## src/source/opdec_defs.svh

```systemverilog
/*
 * global sizes for the opcode decryption unit
 * word address width, key table address width, fetch queue depth
 */
`ifndef OPDEC_DEFS_SVH
`define OPDEC_DEFS_SVH

// CPU address bits 23:1
`define OPDEC_ADDR_W 23

// 8K entry main key table
`define OPDEC_KEY_AW 13

`define OPDEC_QUEUE_DEPTH 4

`endif

```

## src/source/fetch_pkg.sv

```systemverilog
/*
 * bus types of the fetch path
 * word address and 16 bit code word
 */
`default_nettype none

`include "opdec_defs.svh"

package fetch_pkg;

    typedef logic [`OPDEC_ADDR_W-1:0] waddr_t;

    // encrypted and plain words alike
    typedef logic [15:0] code_t;

endpackage

`default_nettype wire

```

## src/source/result_port.sv

```systemverilog
/*
 * result_port
 * credit based queue consumer, 2 entry result buffer, four-phase output master
 */
`timescale 1ns/1ps
`default_nettype none

module result_port (
    input  logic             clk,
    input  logic             arst_n,
    input  logic             empty,
    output logic             pop,
    input  logic             dec_valid,
    input  fetch_pkg::code_t dec_word,
    output logic             out_req,
    output fetch_pkg::code_t out_word,
    input  logic             out_ack
);

    fetch_pkg::code_t buf_mem [2];

    logic [1:0] inflight;    // popped, not yet decoded
    logic [1:0] buf_count;
    logic [2:0] credit_used;
    logic       buf_wr;
    logic       buf_rd;
    logic       present;
    logic       done;

    assign credit_used = {1'b0, inflight} + {1'b0, buf_count};
    assign pop         = ~empty & (credit_used < 3'd2);

    // next word only once the previous ack is gone
    assign present = ~out_req & ~out_ack & (buf_count != 2'd0);
    assign done    = out_req & out_ack;

    always_ff @(posedge clk or negedge arst_n) begin
        if (!arst_n) begin
            inflight  <= '0;
            buf_count <= '0;
            buf_wr    <= 1'b0;
            buf_rd    <= 1'b0;
            out_req   <= 1'b0;
        end else begin
            inflight  <= inflight + {1'b0, pop} - {1'b0, dec_valid};
            buf_count <= buf_count + {1'b0, dec_valid} - {1'b0, done};
            if (dec_valid) buf_wr <= ~buf_wr;
            if (done) begin
                out_req <= 1'b0;
                buf_rd  <= ~buf_rd;  // word delivered, free its slot
            end else if (present) begin
                out_req <= 1'b1;
            end
        end
    end

    always_ff @(posedge clk) begin
        if (dec_valid) buf_mem[buf_wr] <= dec_word;
        if (present)   out_word <= buf_mem[buf_rd];  // stable through the handshake
    end

endmodule

`default_nettype wire

```

## config.mk

```make
export PLATFORM = sky130hd
export DESIGN_NAME = result_port
export DESIGN_NICKNAME = d
export VERILOG_FILES = /design/src/source/fetch_pkg.sv /design/src/source/result_port.sv
export VERILOG_INCLUDE_DIRS = /design/src /design/src/source
export SDC_FILE = /design/constraint.sdc
export NUM_CORES = 1
export LEC_CHECK = 0
export BUFFER_PORTS_ARGS = -buffer_cell sky130_fd_sc_hd__buf_2
export CELL_PAD_IN_SITES_DETAIL_PLACEMENT = 1
export CELL_PAD_IN_SITES_GLOBAL_PLACEMENT = 2
export CORE_MARGIN = 5
export CORE_UTILIZATION = 30
export DETAILED_ROUTE_END_ITERATION = 8
export MAX_ROUTING_LAYER = met4
export PLACE_DENSITY_LB_ADDON = 0.1
export SYNTH_ARGS = -nofsm -noshare
export SYNTH_HDL_FRONTEND = slang
export SYNTH_SLANG_ARGS = --single-unit
```

## constraint.sdc

```tcl
create_clock -name clk -period 2.2 [get_ports clk]
set_input_delay 0.11 -clock clk [delete_from_list [all_inputs] [get_ports clk]]
set_output_delay 0.11 -clock clk [all_outputs]
set_load 0.02 [all_outputs]
```

==> impl_metrics.toml, run 1 <==
[run_status]
status = "completed"

[sta]
hold_ws_ps = 42.65
skew_ps = 5.955
rsz0062_at_grt = "no"
hold_viol = 0
tightest_slew_ps = 459.9
finalMaxSlewViolations = 0
timing.setup.tns_ps = 0
setup_violations = 0
fin_crit_sh = 0.8548
relSlewSlack = 0.6934
setup_ws_ps = 319.5
fin_crit_ps = 1881
clock.fmax_ghz = 0.5318

[synth]
ys_seq_area_frac = 0.7907
netlist_area_sq_mm = 0.002044
synth_nets = 123
ys_ff_latch = 55
async_flop_share = 0.1273
yosysTopAreaCellShare = 0.7050
synth_most_common_cell = "edfxtp_1"
synth_edf_count = 48
synth.distinct_cells = 15
synthFlopType = "edfxtp_1"
yosysTopAreaCell = "edfxtp_1"
syn_inst = 97
postSynthAreaPerCell_sq_um = 21.08
synth.area.top_cells = "edfxtp_1, dfrtp_1, mux2_4"
ys_warn_count = 0
synthTopCellsByCount = "edfxtp_1, mux2_4, dfrtp_1, mux2_2"

[global_route]
top_usage_layer = "met2"
grt-ovfl-total = 0
first_global_vias = 1122
grt_pass1_wl_um = 5375
antenna_found_initial = 0
grt_util_met2 = 0.1353
grt_max_degree = 17
grtUsageMet3 = 0.03574
grt.total_usage = 0.08669
grtUsageMet1 = 0.09833

[final_layout]
syn2layout_area_growth_pct = 27.85
drive_gt1_frac = 0.3988
layout.nets = 188
num_antenna_cells = 0
final_area_sq_mm = 0.002614

[routing]
drc = 0
vias = 1011
dr.pass1.iters = 4
viasPerCell = 4.160
wl_per_cell_um = 13.52
wl_um = 3285
drt_iter0_drc = 50
final_antenna_net_count = 0

[critical_path]
slowest_stage = "fa_1"
reg2reg_to = "inflight[1]"
cp.required_ps = 2090
cp_cell_sequence = "inv_1 -> nor2_1 -> fa_1 -> nor3_1 -> buf_2"
critical_path.max_stage_delay_ps = 430
r2r_cells = 7
crit_path_start_kind = "flip-flop"
worstSetupPathType = "flip-flop to output pin"
r2r_start = "buf_count[0]"
rrSetupSlack_ps = 380
end_kind = "output pin"
crit_end = "pop"
critPathArrivalTime_ps = 1770
cp.buffers_inverters = 2
startpoint = "buf_count[0]"
cp.depth = 5
path_delay_family = "adder cells"
path_max_fanout = 3

[placed_design]
place_area_sq_mm = 0.002354
port_buffers = 38
gp_congestion = 0.6530
pre_cts_ws_ps = 375.0
dp_hpwl_um = 2226

[cts]
numCtsBuffers = 5
cts.reportedPaths.clkPinSlew_ps = 90
cts_sinks = 55
ctsHtreeMaxLevel = 2
root_buffer = "clkbuf_8"
worst_skew_pair.late_latency_ps = 300
cts_resized = 0
cts_buffer_depth = 2
cts_tree = "yes"

[power]
leakagePower_nw = 1.020
power.density_mw_per_mm2 = 1131
total_power_mw = 2.955
vdd_drop_max_v = 0.0004422

[job]
maxCapViolations = 0

[die]
die_w_um = 92.55
num_io_pins = 39
die-area_sq_mm = 0.008566
die_h_um = 92.55
initial_utilization = 0.3043
row_count = 30
core_area_sq_mm = 0.006719

[hold_path]
worstHoldPathType = "input pin to flip-flop"
layout by cell type, fill, tap and decap left out, drive strengths merged:
| cell type | count |
|---|---|
| ha | 4 |
| fa | 1 |
| and2 | 2 |
| xor2 | 2 |
| xnor2 | 4 |
| inv | 4 |
| clkbuf | 6 |
| mux2 | 16 |
| buf | 42 |
| clkinv | 2 |
| nor2b | 1 |
| nor2 | 3 |
| dlygate4sd3 | 18 |
| dfrtp | 7 |
| nor3 | 3 |
| edfxtp | 48 |
per-stage QoR:
step,instances,utilization
finish,243,0.3890
global route,243,0.3890
CTS,242,0.3875
detailed placement,217,0.3503
global placement,217,0.3503
floorplan,97,-
state kept, by name (all words and copies together), names as in the netlist:
signal     count
buf_wr         1
buf_count      2
out_req        1
out_word      16
buf_rd         1
buf_mem       32
inflight       2
repair_timing:
action	CTS	global route
setup buffers	0	0
endpoints found under the hold margin	38	2
hold buffers	17	1
final cells by class:
class                      count  area, sq um
multi-input combinational     36        389.1
sequential                    55         1617
fill                         672         4105
inverter                       4        15.01
clock buffer                   6        72.57
clock inverter                 2        7.507
timing repair buffer          60        412.9
tap                           80        100.1
worst register-to-register path: cells and delay by family, from the launching register on:
family,cells,cell delay [ps]
buffers and inverters,1,80
and+or+nand+nor,2,370
DFF,1,380
adders and majority gates,2,640
xor gates and xnor gates,2,270
per-layer routing:
metal / vias to the layer above / routed length (um)
met2: 26 / 1567
met4: 0 / 63
met1: 494 / 1446
met3: 5 / 208
li1: 486 / -
met5: - / 0
worst min-delay path by stage:
stage,startpoint,to,slack (ps),cells after the start
2_1_floorplan,arst_n,buf_count[0],-190,0
3_3_place_gp,arst_n,buf_wr,-50,1
3_5_place_dp,arst_n,buf_wr,-40,1
4_1_cts,dec_word[4],buf_mem[1][4],5,1
5_1_grt,dec_valid,buf_wr,40,2
6_report,dec_valid,buf_wr,40,2
where the power goes:
group / total (mW) / internal (mW) / switching, mW
combinational: 0.859 / 0.432 / 0.427
sequential: 1.58 / 1.45 / 0.126
clock: 0.521 / 0.218 / 0.303
total: 2.96 / 2.10 / 0.856
cells by family (layout without fill, tap and decap cells):
group / count (synthesis) / in the layout / synth area share
mux: 16 / 16 / 0.1047
simple gates: 9 / 9 / 0.02203
buf+inv: 6 / 72 / 0.02264
xor+xnor: 6 / 6 / 0.02570
fa+ha+maj: 5 / 5 / 0.03427
flops: 55 / 55 / 0.7907
Note: power is estimated with default switching activity, not from simulation.
==> inputs of run 2 (changes only) <==
- REMOVE_ABC_BUFFERS: default -> 1
==> impl_metrics.toml, run 2 (synthesized netlist as in run 1, its figures left out) <==
[final_layout]
largest_register_ffs = 32
multi_input_area_sq_um = 389.1
drive_gt1_frac = 0.4049
layout.nets = 188
layout.cells.most_common_list = "edfxtp_1, buf_2, dlygate4sd3_1"
final_common_cell = "edfxtp_1"
num_antenna_cells = 0
syn2layout_area_growth_pct = 27.91
seq_area_sq_mm = 0.001617
regMostFlops = "buf_mem"
fillers = 672
top_regs = "buf_mem: 32 flops, out_word: 16 flops"

[hold_path]
hold_depth = 2
min_to = "buf_wr"
worstHoldPathType = "input pin to flip-flop"
hold_start = "dec_valid"

[routing]
viasPerCell = 4.251
vias = 1033
final_antenna_net_count = 0
wl_um = 3602
dr.pass1.iters = 3
wl_per_cell_um = 14.82
drt_iter0_drc = 85
drc = 0

[power]
power.density_mw_per_mm2 = 1135
leakagePower_nw = 1.022
vdd_drop_max_v = 0.0005149

[critical_path]
worstSetupPathType = "flip-flop to output pin"
path_max_fanout = 3
cp_cell_sequence = "inv_1 -> nor2_1 -> fa_1 -> nor3_1 -> buf_2"
slowest_stage = "fa_1"
critPathArrivalTime_ps = 1810
r2r_cells = 7
r2r_start = "buf_count[0]"
end_kind = "output pin"
critical_path.max_stage_delay_ps = 430
reg2reg_to = "inflight[1]"
cp.required_ps = 2090
crit_path_start_kind = "flip-flop"
rrSetupSlack_ps = 360

[placed_design]
gp_congestion = 0.7113
dp_hpwl_um = 2442
port_buffers = 38

[die]
die_h_um = 92.55
die-area_sq_mm = 0.008566
core_area_sq_mm = 0.006719
initial_utilization = 0.3043
row_count = 30
num_io_pins = 39
die_w_um = 92.55

[run_status]
status = "completed"

[cts]
cts_resized = 0
numCtsBuffers = 5
cts_sinks = 55
cts_tree = "yes"
ctsHtreeMaxLevel = 2
cts_buffer_depth = 2
postCtsSetupBuffers = 0
cts.reportedPaths.clkPinSlew_ps = 90
holdBufCountCts = 18
root_buffer = "clkbuf_8"
worst_skew_pair.late_latency_ps = 300

[sta]
skew_ps = 7.965
clock.fmax_ghz = 0.5215
finalMaxSlewViolations = 0
fin_crit_ps = 1917
rsz0062_at_grt = "no"
setup_violations = 0
hold_ws_ps = 64.97
fin_crit_sh = 0.8715
timing.setup.tns_ps = 0
hold_viol = 0
relSlewSlack = 0.7133
tightest_slew_ps = 430.0

[job]
maxCapViolations = 0

[global_route]
first_global_vias = 1176
grt_max_degree = 17
grt.total_usage = 0.09433
grt_pass1_wl_um = 5796
grt-ovfl-total = 0
antenna_found_initial = 0
==> run 2: cell types whose count changed in the layout (fill, tap and decap cells not counted), sizes merged <==
cell and delta:
clkbuf +1, clkinv -1
==> run 2: routing by layer <==
layer  GRT usage  up-vias  wire [um]
met4     0.04084        0         64
met2      0.1637       22       1902
met1     0.09822      519       1458
met5           -        -          0
li1            -      486          -
met3     0.03006        6        176
==> run 2: worst max-delay path: cells and delay by family, from the launching register on <==
kind | cells | cell delay [ps]
fa+ha+maj | 1 | 430
buf+inv | 2 | 300
simple gates | 2 | 400
flops | 1 | 380
==> run 2: worst max path at each step <==
stage	startpoint	cells past startpoint	slack [ps]	to
5_1_grt	buf_count[0]	5	70	pop
3_5_place_dp	buf_count[0]	7	380	inflight[1]
6_report	buf_count[0]	5	280	pop
2_1_floorplan	buf_count[0]	7	110	inflight[1]
4_1_cts	buf_count[0]	5	250	pop
3_3_place_gp	buf_count[0]	7	480	inflight[1]
==> run 2: power by group <==
part	total, mW	switching, mW	internal [mW]
clock network	0.521	0.297	0.224
registers	1.58	0.125	1.45
logic	0.873	0.441	0.431
==> run 2: layout make-up <==
class	instances	area share
inverters	4	0.005742
well taps	80	0.03828
multi-input cells	36	0.1488
clock buffers	7	0.02919
repair buffers	60	0.1579
clock inverters	1	0.001914
flip-flops and latches	55	0.6182
==> run 2: metrics by stage <==
step | worst slack [ps] | cell area (sq um) | util | power, mW | std cells
2_1_floorplan | 110.1 | 2013 | - | 2.153 | 95
3_3_place_gp | 484.1 | 2354 | 0.3503 | 2.428 | 217
3_5_place_dp | 377.8 | 2354 | 0.3503 | 2.479 | 217
4_1_cts | 250.9 | 2615 | 0.3892 | 3.037 | 243
5_1_grt | 74.66 | 2615 | 0.3892 | 3.191 | 243
6_report | 282.6 | 2615 | 0.3892 | 2.969 | 243
