**config.mk**
```make
export PLATFORM = sky130hd
export DESIGN_NAME = fetch_queue
export DESIGN_NICKNAME = d
export VERILOG_FILES = /design/src/source/cipher_pkg.sv /design/src/source/fetch_pkg.sv /design/src/source/fetch_queue.sv
export VERILOG_INCLUDE_DIRS = /design/src /design/src/source
export SDC_FILE = /design/constraint.sdc
export NUM_CORES = 1
export LEC_CHECK = 0
export BUFFER_PORTS_ARGS = -buffer_cell sky130_fd_sc_hd__buf_4
export CORE_UTILIZATION = 35
export DETAILED_ROUTE_END_ITERATION = 10
export PLACE_DENSITY_LB_ADDON = 0.15
export SYNTH_ARGS = -nofsm -noshare
export SYNTH_HDL_FRONTEND = slang
export SYNTH_SLANG_ARGS = --single-unit
```
**constraint.sdc**
```tcl
create_clock -name clk -period 3.6 [get_ports clk]
set_input_delay 0 -clock clk [delete_from_list [all_inputs] [get_ports clk]]
set_output_delay 0 -clock clk [all_outputs]
set_load 0.01 [all_outputs]
```
**src/source/opdec_defs.svh**
```systemverilog
/*
 * global sizes for the opcode decryption unit
 * word address width, key table address width, fetch queue depth
 */
`ifndef OPDEC_DEFS_SVH
`define OPDEC_DEFS_SVH

// CPU address bits 23:1
`define OPDEC_ADDR_W 23

// 8K entry main key table
`define OPDEC_KEY_AW 13

`define OPDEC_QUEUE_DEPTH 4

`endif

```
**src/source/cipher_pkg.sv**
```systemverilog
/*
 * cipher types
 * state byte, global key byte, main key byte, key table address
 */
`default_nettype none

`include "opdec_defs.svh"

package cipher_pkg;

    // rewritten by the CPU, here it arrives with every fetch
    typedef logic [7:0] state_t;

    typedef logic [7:0] gkey_t; // three per chip
    typedef logic [7:0] mkey_t; // one per table entry

    // also used as the programming address
    typedef logic [`OPDEC_KEY_AW-1:0] key_addr_t;

endpackage

`default_nettype wire

```
**src/source/fetch_pkg.sv**
```systemverilog
/*
 * bus types of the fetch path
 * word address and 16 bit code word
 */
`default_nettype none

`include "opdec_defs.svh"

package fetch_pkg;

    typedef logic [`OPDEC_ADDR_W-1:0] waddr_t;

    // encrypted and plain words alike
    typedef logic [15:0] code_t;

endpackage

`default_nettype wire

```
**src/source/fetch_queue.sv**
```systemverilog
/*
 * fetch_queue
 * circular FIFO of pending fetches: address, encrypted word, state, vector flag
 */
`timescale 1ns/1ps
`default_nettype none

`include "opdec_defs.svh"

module fetch_queue (
    input  logic               clk,
    input  logic               arst_n,
    input  logic               push,
    input  fetch_pkg::waddr_t  in_addr,
    input  fetch_pkg::code_t   in_enc,
    input  cipher_pkg::state_t in_st,
    input  logic               in_vrq,
    output logic               full,
    input  logic               pop,
    output logic               empty,
    output fetch_pkg::waddr_t  head_addr,
    output fetch_pkg::code_t   head_enc,
    output cipher_pkg::state_t head_st,
    output logic               head_vrq
);

    localparam int DEPTH = `OPDEC_QUEUE_DEPTH;
    localparam int PW    = $clog2(DEPTH);

    fetch_pkg::waddr_t  addr_mem [DEPTH];
    fetch_pkg::code_t   enc_mem  [DEPTH];
    cipher_pkg::state_t st_mem   [DEPTH];
    logic               vrq_mem  [DEPTH];

    logic [PW-1:0] wr_ptr;
    logic [PW-1:0] rd_ptr;
    logic [PW:0]   count;
    logic          do_push;
    logic          do_pop;

    assign full    = (count == (PW+1)'(DEPTH));
    assign empty   = (count == '0);
    assign do_push = push & ~full;
    assign do_pop  = pop & ~empty;

    // head is valid while not empty
    assign head_addr = addr_mem[rd_ptr];
    assign head_enc  = enc_mem[rd_ptr];
    assign head_st   = st_mem[rd_ptr];
    assign head_vrq  = vrq_mem[rd_ptr];

    always_ff @(posedge clk) begin
        if (do_push) begin
            addr_mem[wr_ptr] <= in_addr;
            enc_mem[wr_ptr]  <= in_enc;
            st_mem[wr_ptr]   <= in_st;
            vrq_mem[wr_ptr]  <= in_vrq;
        end
    end

    always_ff @(posedge clk or negedge arst_n) begin
        if (!arst_n) begin
            wr_ptr <= '0;
            rd_ptr <= '0;
            count  <= '0;
        end else begin
            if (do_push) wr_ptr <= (wr_ptr == PW'(DEPTH-1)) ? '0 : wr_ptr + 1'b1;
            if (do_pop)  rd_ptr <= (rd_ptr == PW'(DEPTH-1)) ? '0 : rd_ptr + 1'b1;
            count <= count + {{PW{1'b0}}, do_push} - {{PW{1'b0}}, do_pop};
        end
    end

endmodule

`default_nettype wire

```
==> results of run 1 <==
-- stage by stage --
stage	setup slack, ns	power (mW)	hold WS, ns	instances
floorplan	1.25	4.72	-0.296	290
global placement	1.48	5.63	-0.184	655
detailed placement	1.38	5.66	-0.185	655
CTS	1.11	7.51	0.302	738
global route	1.01	7.75	0.304	738
finish	1.19	7.36	0.322	738
-- power groups by stage --
| stage | clock (mW) | sequential, mW | combinational [mW] |
|---|---|---|---|
| floorplan | 0 | 3.20 | 1.52 |
| detailed placement | 0 | 3.49 | 2.17 |
| finish | 1.81 | 3.41 | 2.15 |
| CTS | 1.85 | 3.44 | 2.22 |
| global route | 1.95 | 3.48 | 2.32 |
| global placement | 0 | 3.47 | 2.16 |
-- worst min-delay path by stage --
stage | start | to | slack, ns | depth (start not counted)
final | in_st[3] | st_mem[1][3] | 0.32 | 2
after global routing | in_st[5] | st_mem[3][5] | 0.30 | 2
after CTS | in_st[3] | st_mem[3][3] | 0.30 | 2
after detailed placement | arst_n | count[0] | -0.18 | 1
after global placement | arst_n | count[2] | -0.18 | 1
after floorplan | arst_n | count[0] | -0.30 | 0
-- state kept, by name, indices dropped and copies added, names as in the netlist --
register	cells
addr_mem	92
enc_mem	64
st_mem	32
vrq_mem	4
count	3
rd_ptr	2
wr_ptr	2
-- worst reg2reg max path, cell delays in order (launching register included) --
cell,delay (ns)
dfrtp_1,0.42
nor3_1,0.25
nand2b_1,0.20
inv_1,0.06
ha_1,0.26
inv_1,0.04
ha_1,0.18
fa_1,0.39
xnor2_1,0.20
xnor2_1,0.15
-- repair_timing --
| action | in CTS | in global routing |
|---|---|---|
| hold buffers | 52 | 0 |
| endpoints found under the hold margin | 202 | 0 |
| resized for setup | 0 | 0 |
-- cells by family after synthesis --
logic type      share of synthesized area
mux                                 0.150
compound gates                   0.000843
xor+xnor                          0.00236
simple gates                       0.0101
buf+inv                            0.0222
fa+ha+maj                          0.0145
flops                               0.800
-- synth_stat cells, drive strengths merged --
master	number	area, µm²
nor2b	1	8.76
nand2b	1	6.26
inv	7	26.3
edfxtp	192	5770
and2	4	25.0
mux4	48	1080
mux2	3	33.8
xnor2	2	17.5
nor3b	1	18.8
nor3	1	5.00
dfrtp	7	175
buf	11	139
o22ai	1	6.26
nor2	2	7.51
fa	1	20.0
ha	7	87.6
nand2	1	3.75
-- cell type report --
type,instances,area [µm²]
multi-input combinational,73,1330
inverter,7,26.3
timing repair buffer,158,1370
clock buffer,19,433
tap,270,338
fill,1748,10900
sequential,199,5950
clock inverter,12,129
-- per-layer routing --
layer  global-route usage  vias to the layer above  routed length, µm
li1                     -                     1554                  -
met1                0.172                     1762               6020
met2                0.215                       62               6720
met3               0.0401                        9                548
met4               0.0418                        0                141
met5                    0                        -                  0
==> impl_metrics.env, run 1 <==
export IMPL_intPower_mw=5.29
export IMPL_syn_area_per_cell_um2=25.6
export IMPL_hold_viol=0
export IMPL_drt_iter0_markers=161
export IMPL_r2r_end="count[2]"
export IMPL_clkTransAtPathRegs_ns=0.07
export IMPL_dr_total_vias=3387
export IMPL_finalMaxSlewViolations=0
export IMPL_cts_sinks=199
export IMPL_drc=0
export IMPL_chipHeight_um=148
export IMPL_critPathLaunch="rd_ptr[0]"
export IMPL_cts_root_buffer="clkbuf_16"
export IMPL_grt_antenna_before_repair=0
export IMPL_fin_crit_ns=2.41
export IMPL_crit_path_end="head_addr[17]"
export IMPL_timing_critical_path_slowest_cell_delay_ns=1.10
export IMPL_post_route_util=0.467
export IMPL_portBuffers=101
export IMPL_fin_setup_tns_ns=0
export IMPL_fin_crit_sh=0.668
export IMPL_grt_pass1_wl_um=20900
export IMPL_ant_nets=0
export IMPL_clockBufferDepth=2
export IMPL_rows=52
export IMPL_routed_wl_um=13400
export IMPL_start_util=0.362
export IMPL_worst_path_buf_inv=1
export IMPL_p_seq_frac=0.463
export IMPL_p_per_area_nw_per_um2=770
export IMPL_syn_inst=290
export IMPL_crit_type="reg2out"
export IMPL_p_sw_frac=0.282
export IMPL_cp_arrival_ns=2.41
export IMPL_worstReg2RegStart="count[1]"
export IMPL_cp_top_family="flip-flops"
export IMPL_grt_pass1_vias=3705
export IMPL_pin_count=102
export IMPL_clock_latency_ns=0.42
export IMPL_clkPwrFrac=0.245
export IMPL_dpl_hpwl_um=7690
export IMPL_path_max_fanout=51
export IMPL_crit_slowest_cell="dfrtp_4"
export IMPL_clock_skew_ns=0.00697
export IMPL_cp_cell_sequence="mux4_2 -> buf_4"
export IMPL_cp_required_ns=3.60
export IMPL_worstMarginPinSlew_ns=1.08
export IMPL_synth_area_um2=7430
export IMPL_power_frac_comb=0.292
export IMPL_num_antenna_cells=0
export IMPL_hold_class="in2reg"
export IMPL_dieArea_um2=21800
export IMPL_syn_to_final_growth_pct=28.8
export IMPL_cts_tree="yes"
export IMPL_yosysSeqAreaShare=0.800
export IMPL_ctsHtreeMaxLevel=4
export IMPL_fmax_ghz=0.416
export IMPL_nets=516
export IMPL_grt_max_degree=52
export IMPL_slew_headroom=0.283
export IMPL_rsz0062_at_grt="no"
export IMPL_setup_viol=0
export IMPL_gp_congestion=0.736
export IMPL_cp_depth=2
export IMPL_design_area_um2=9560
export IMPL_most_common_layout_cells="192 x edfxtp_1, 102 x buf_4, 52 x dlygate4sd3_1, 48 x mux4_2, 17 x clkbuf_16"
export IMPL_status="complete, no violations"
export IMPL_numCtsBuffers=17
export IMPL_dieWidth_um=148
export IMPL_worstSetupStartpointType="flip-flop"
export IMPL_maxCapViolCount=0
export IMPL_final_common_cell="edfxtp_1"
export IMPL_rrSetupSlack_ns=1.38
export IMPL_cp_end_kind="output port"
export IMPL_power_leakage_nw=3.29
export IMPL_grt_use_total=0.133
export IMPL_grt_overflow=0
export IMPL_rr_worst_depth=9
export IMPL_ys_types=20
export IMPL_via_per_inst=4.59
export IMPL_core_um2=20500
export IMPL_p_switching_mw=2.08
export IMPL_placed_area_um2=8480
export IMPL_synth_nets=350
export IMPL_drive_gt1_frac=0.410
export IMPL_post_cts_buffers=0
export IMPL_yosysWarningCount=0
export IMPL_ys_ff_latch=199
export IMPL_routedWlPerCell_um=18.2
export IMPL_drt_pass1_iterations=4
export IMPL_ir_worst_vdd_uv=602
Power figures use the tool's default switching activity.
==> run 2: changes to the inputs <==
==> constraint.sdc (replaced) <==
create_clock -name clk -period 2.3 [get_ports clk]
set_input_delay 0 -clock clk [delete_from_list [all_inputs] [get_ports clk]]
set_output_delay 0 -clock clk [all_outputs]
set_load 0.01 [all_outputs]
==> run 2 against run 1 <==
Effect of this change:
- critical endpoint is now count[2]
- global-route usage fell by 0.11 points
- cell area rose by 0.72%
- combinational power rose by 76%
==> impl_metrics.env, run 2 (same netlist as run 1, synthesis figures left out) <==
export IMPL_dp_slack_ns=0.121
export IMPL_drive_gt1_frac=0.426
export IMPL_grt_pass1_wl_um=20900
export IMPL_cts_root_buffer="clkbuf_16"
export IMPL_ctsHtreeMaxLevel=4
export IMPL_syn_to_final_growth_pct=29.7
export IMPL_crit_slowest_cell="dfrtp_1"
export IMPL_critPathLaunch="count[1]"
export IMPL_finalMaxSlewViolations=0
export IMPL_worstMarginPinSlew_ns=0.537
export IMPL_rrSetupSlack_ns=0.17
export IMPL_routedWlPerCell_um=18.1
export IMPL_path_max_fanout=3
export IMPL_numCtsBuffers=17
export IMPL_fin_crit_ns=2.13
export IMPL_cts_tree="yes"
export IMPL_design_area_um2=9630
export IMPL_hold_viol=0
export IMPL_cp_top_family="adder cells"
export IMPL_placed_area_um2=8570
export IMPL_portBuffers=101
export IMPL_fmax_ghz=0.470
export IMPL_worstReg2RegStart="count[1]"
export IMPL_dr_total_vias=3471
export IMPL_start_util=0.362
export IMPL_grt_pass1_vias=3798
export IMPL_worstSetupStartpointType="flip-flop"
export IMPL_whs_ns=0.318
export IMPL_p_per_area_nw_per_um2=1200
export IMPL_core_um2=20500
export IMPL_status="complete, no violations"
export IMPL_hold_class="in2reg"
export IMPL_rr_worst_depth=9
export IMPL_cp_depth=9
export IMPL_setup_viol=0
export IMPL_drt_iter0_markers=175
export IMPL_cts_sinks=199
export IMPL_slew_headroom=0.642
export IMPL_dieArea_um2=21800
export IMPL_grt_use_total=0.132
export IMPL_drt_pass1_iterations=4
export IMPL_drc=0
export IMPL_grt_max_degree=49
export IMPL_fin_ws_ns=0.171
export IMPL_cp_end_kind="flip-flop"
export IMPL_grt_antenna_before_repair=0
export IMPL_crit_type="reg2reg"
export IMPL_pin_count=102
export IMPL_most_common_layout_cells="192 x edfxtp_1, 108 x buf_4, 52 x dlygate4sd3_1, 48 x mux4_2, 17 x clkbuf_16"
export IMPL_ant_nets=0
export IMPL_r2r_end="count[2]"
export IMPL_timing_critical_path_slowest_cell_delay_ns=0.44
export IMPL_via_per_inst=4.65
export IMPL_reg_top3="addr_mem (92), enc_mem (64), st_mem (32)"
export IMPL_final_common_cell="edfxtp_1"
export IMPL_crit_path_end="count[2]"
export IMPL_worst_path_buf_inv=2
export IMPL_dpl_hpwl_um=7780
export IMPL_cp_arrival_ns=2.48
export IMPL_ir_worst_vdd_uv=599
export IMPL_num_antenna_cells=0
export IMPL_clkTransAtPathRegs_ns=0.07
export IMPL_fin_crit_sh=0.926
export IMPL_nets=525
export IMPL_power_leakage_nw=3.34
export IMPL_fillCellCount=1782
export IMPL_fin_setup_tns_ns=0
export IMPL_gp_congestion=0.687
export IMPL_dieWidth_um=148
export IMPL_grt_overflow=0
export IMPL_rsz0062_at_grt="no"
export IMPL_maxCapViolCount=0
export IMPL_largest_reg_flops=92
export IMPL_cp_cell_sequence="nor3_2 -> nand2b_4 -> inv_1 -> ha_1 -> inv_1 -> ha_1 -> fa_1 -> xnor2_1 -> xnor2_1"
export IMPL_clockBufferDepth=2
export IMPL_chipHeight_um=148
export IMPL_cp_required_ns=2.65
export IMPL_clock_skew_ns=0.0122
export IMPL_clock_latency_ns=0.42
export IMPL_rows=52
export IMPL_top_register="addr_mem"
export IMPL_routed_wl_um=13500
## run 2: stage by stage
step           power [mW]   util  cells
6_report             11.5  0.470    747
5_1_grt              12.2  0.470    747
4_1_cts              11.7  0.468    746
3_5_place_dp         8.99  0.418    663
3_3_place_gp         8.96  0.418    663
2_1_floorplan        7.37      -    290
## run 2: area by class of cell
type	count	area (µm²)	area share
Multi-Input combinational cell	73	1340	0.139
Clock inverter	10	72.6	0.00753
Inverter	7	26.3	0.00273
Clock buffer	21	440	0.0457
Timing Repair Buffer	167	1470	0.153
Sequential cell	199	5950	0.617
Tap cell	270	338	0.0351
## run 2: how the worst min path moves through the flow
stage	end	slack [ns]	from	depth (start not counted)
after CTS	enc_mem[2][15]	0.30	in_enc[15]	2
final	enc_mem[3][15]	0.32	in_enc[15]	2
after global placement	count[0]	-0.18	arst_n	1
after global routing	vrq_mem[3]	0.30	in_vrq	2
after floorplan	count[0]	-0.30	arst_n	0
after detailed placement	count[2]	-0.18	arst_n	1
## run 2: what timing repair did
action,in CTS,in global routing
buffers inserted,0,1
gates resized for setup,0,2
hold endpoints to repair,202,0
hold buffers,52,0
setup endpoints to repair,0,9
## run 2: layer usage
layer  share of wire  vias up  wire [µm]  global-route usage
met3           0.034       11        462              0.0324
met5               0        -          0                   0
li1                -     1573          -                   -
met1            0.44     1824       5890               0.163
met2            0.52       63       6990               0.226
met4           0.012        0        168              0.0448
## run 2: where the power goes
group	leakage, nW	switching, mW	internal [mW]
registers	1.84	0.336	4.78
logic	1.25	1.72	2.06
clock network	0.244	1.24	1.38
total	3.34	3.29	8.23
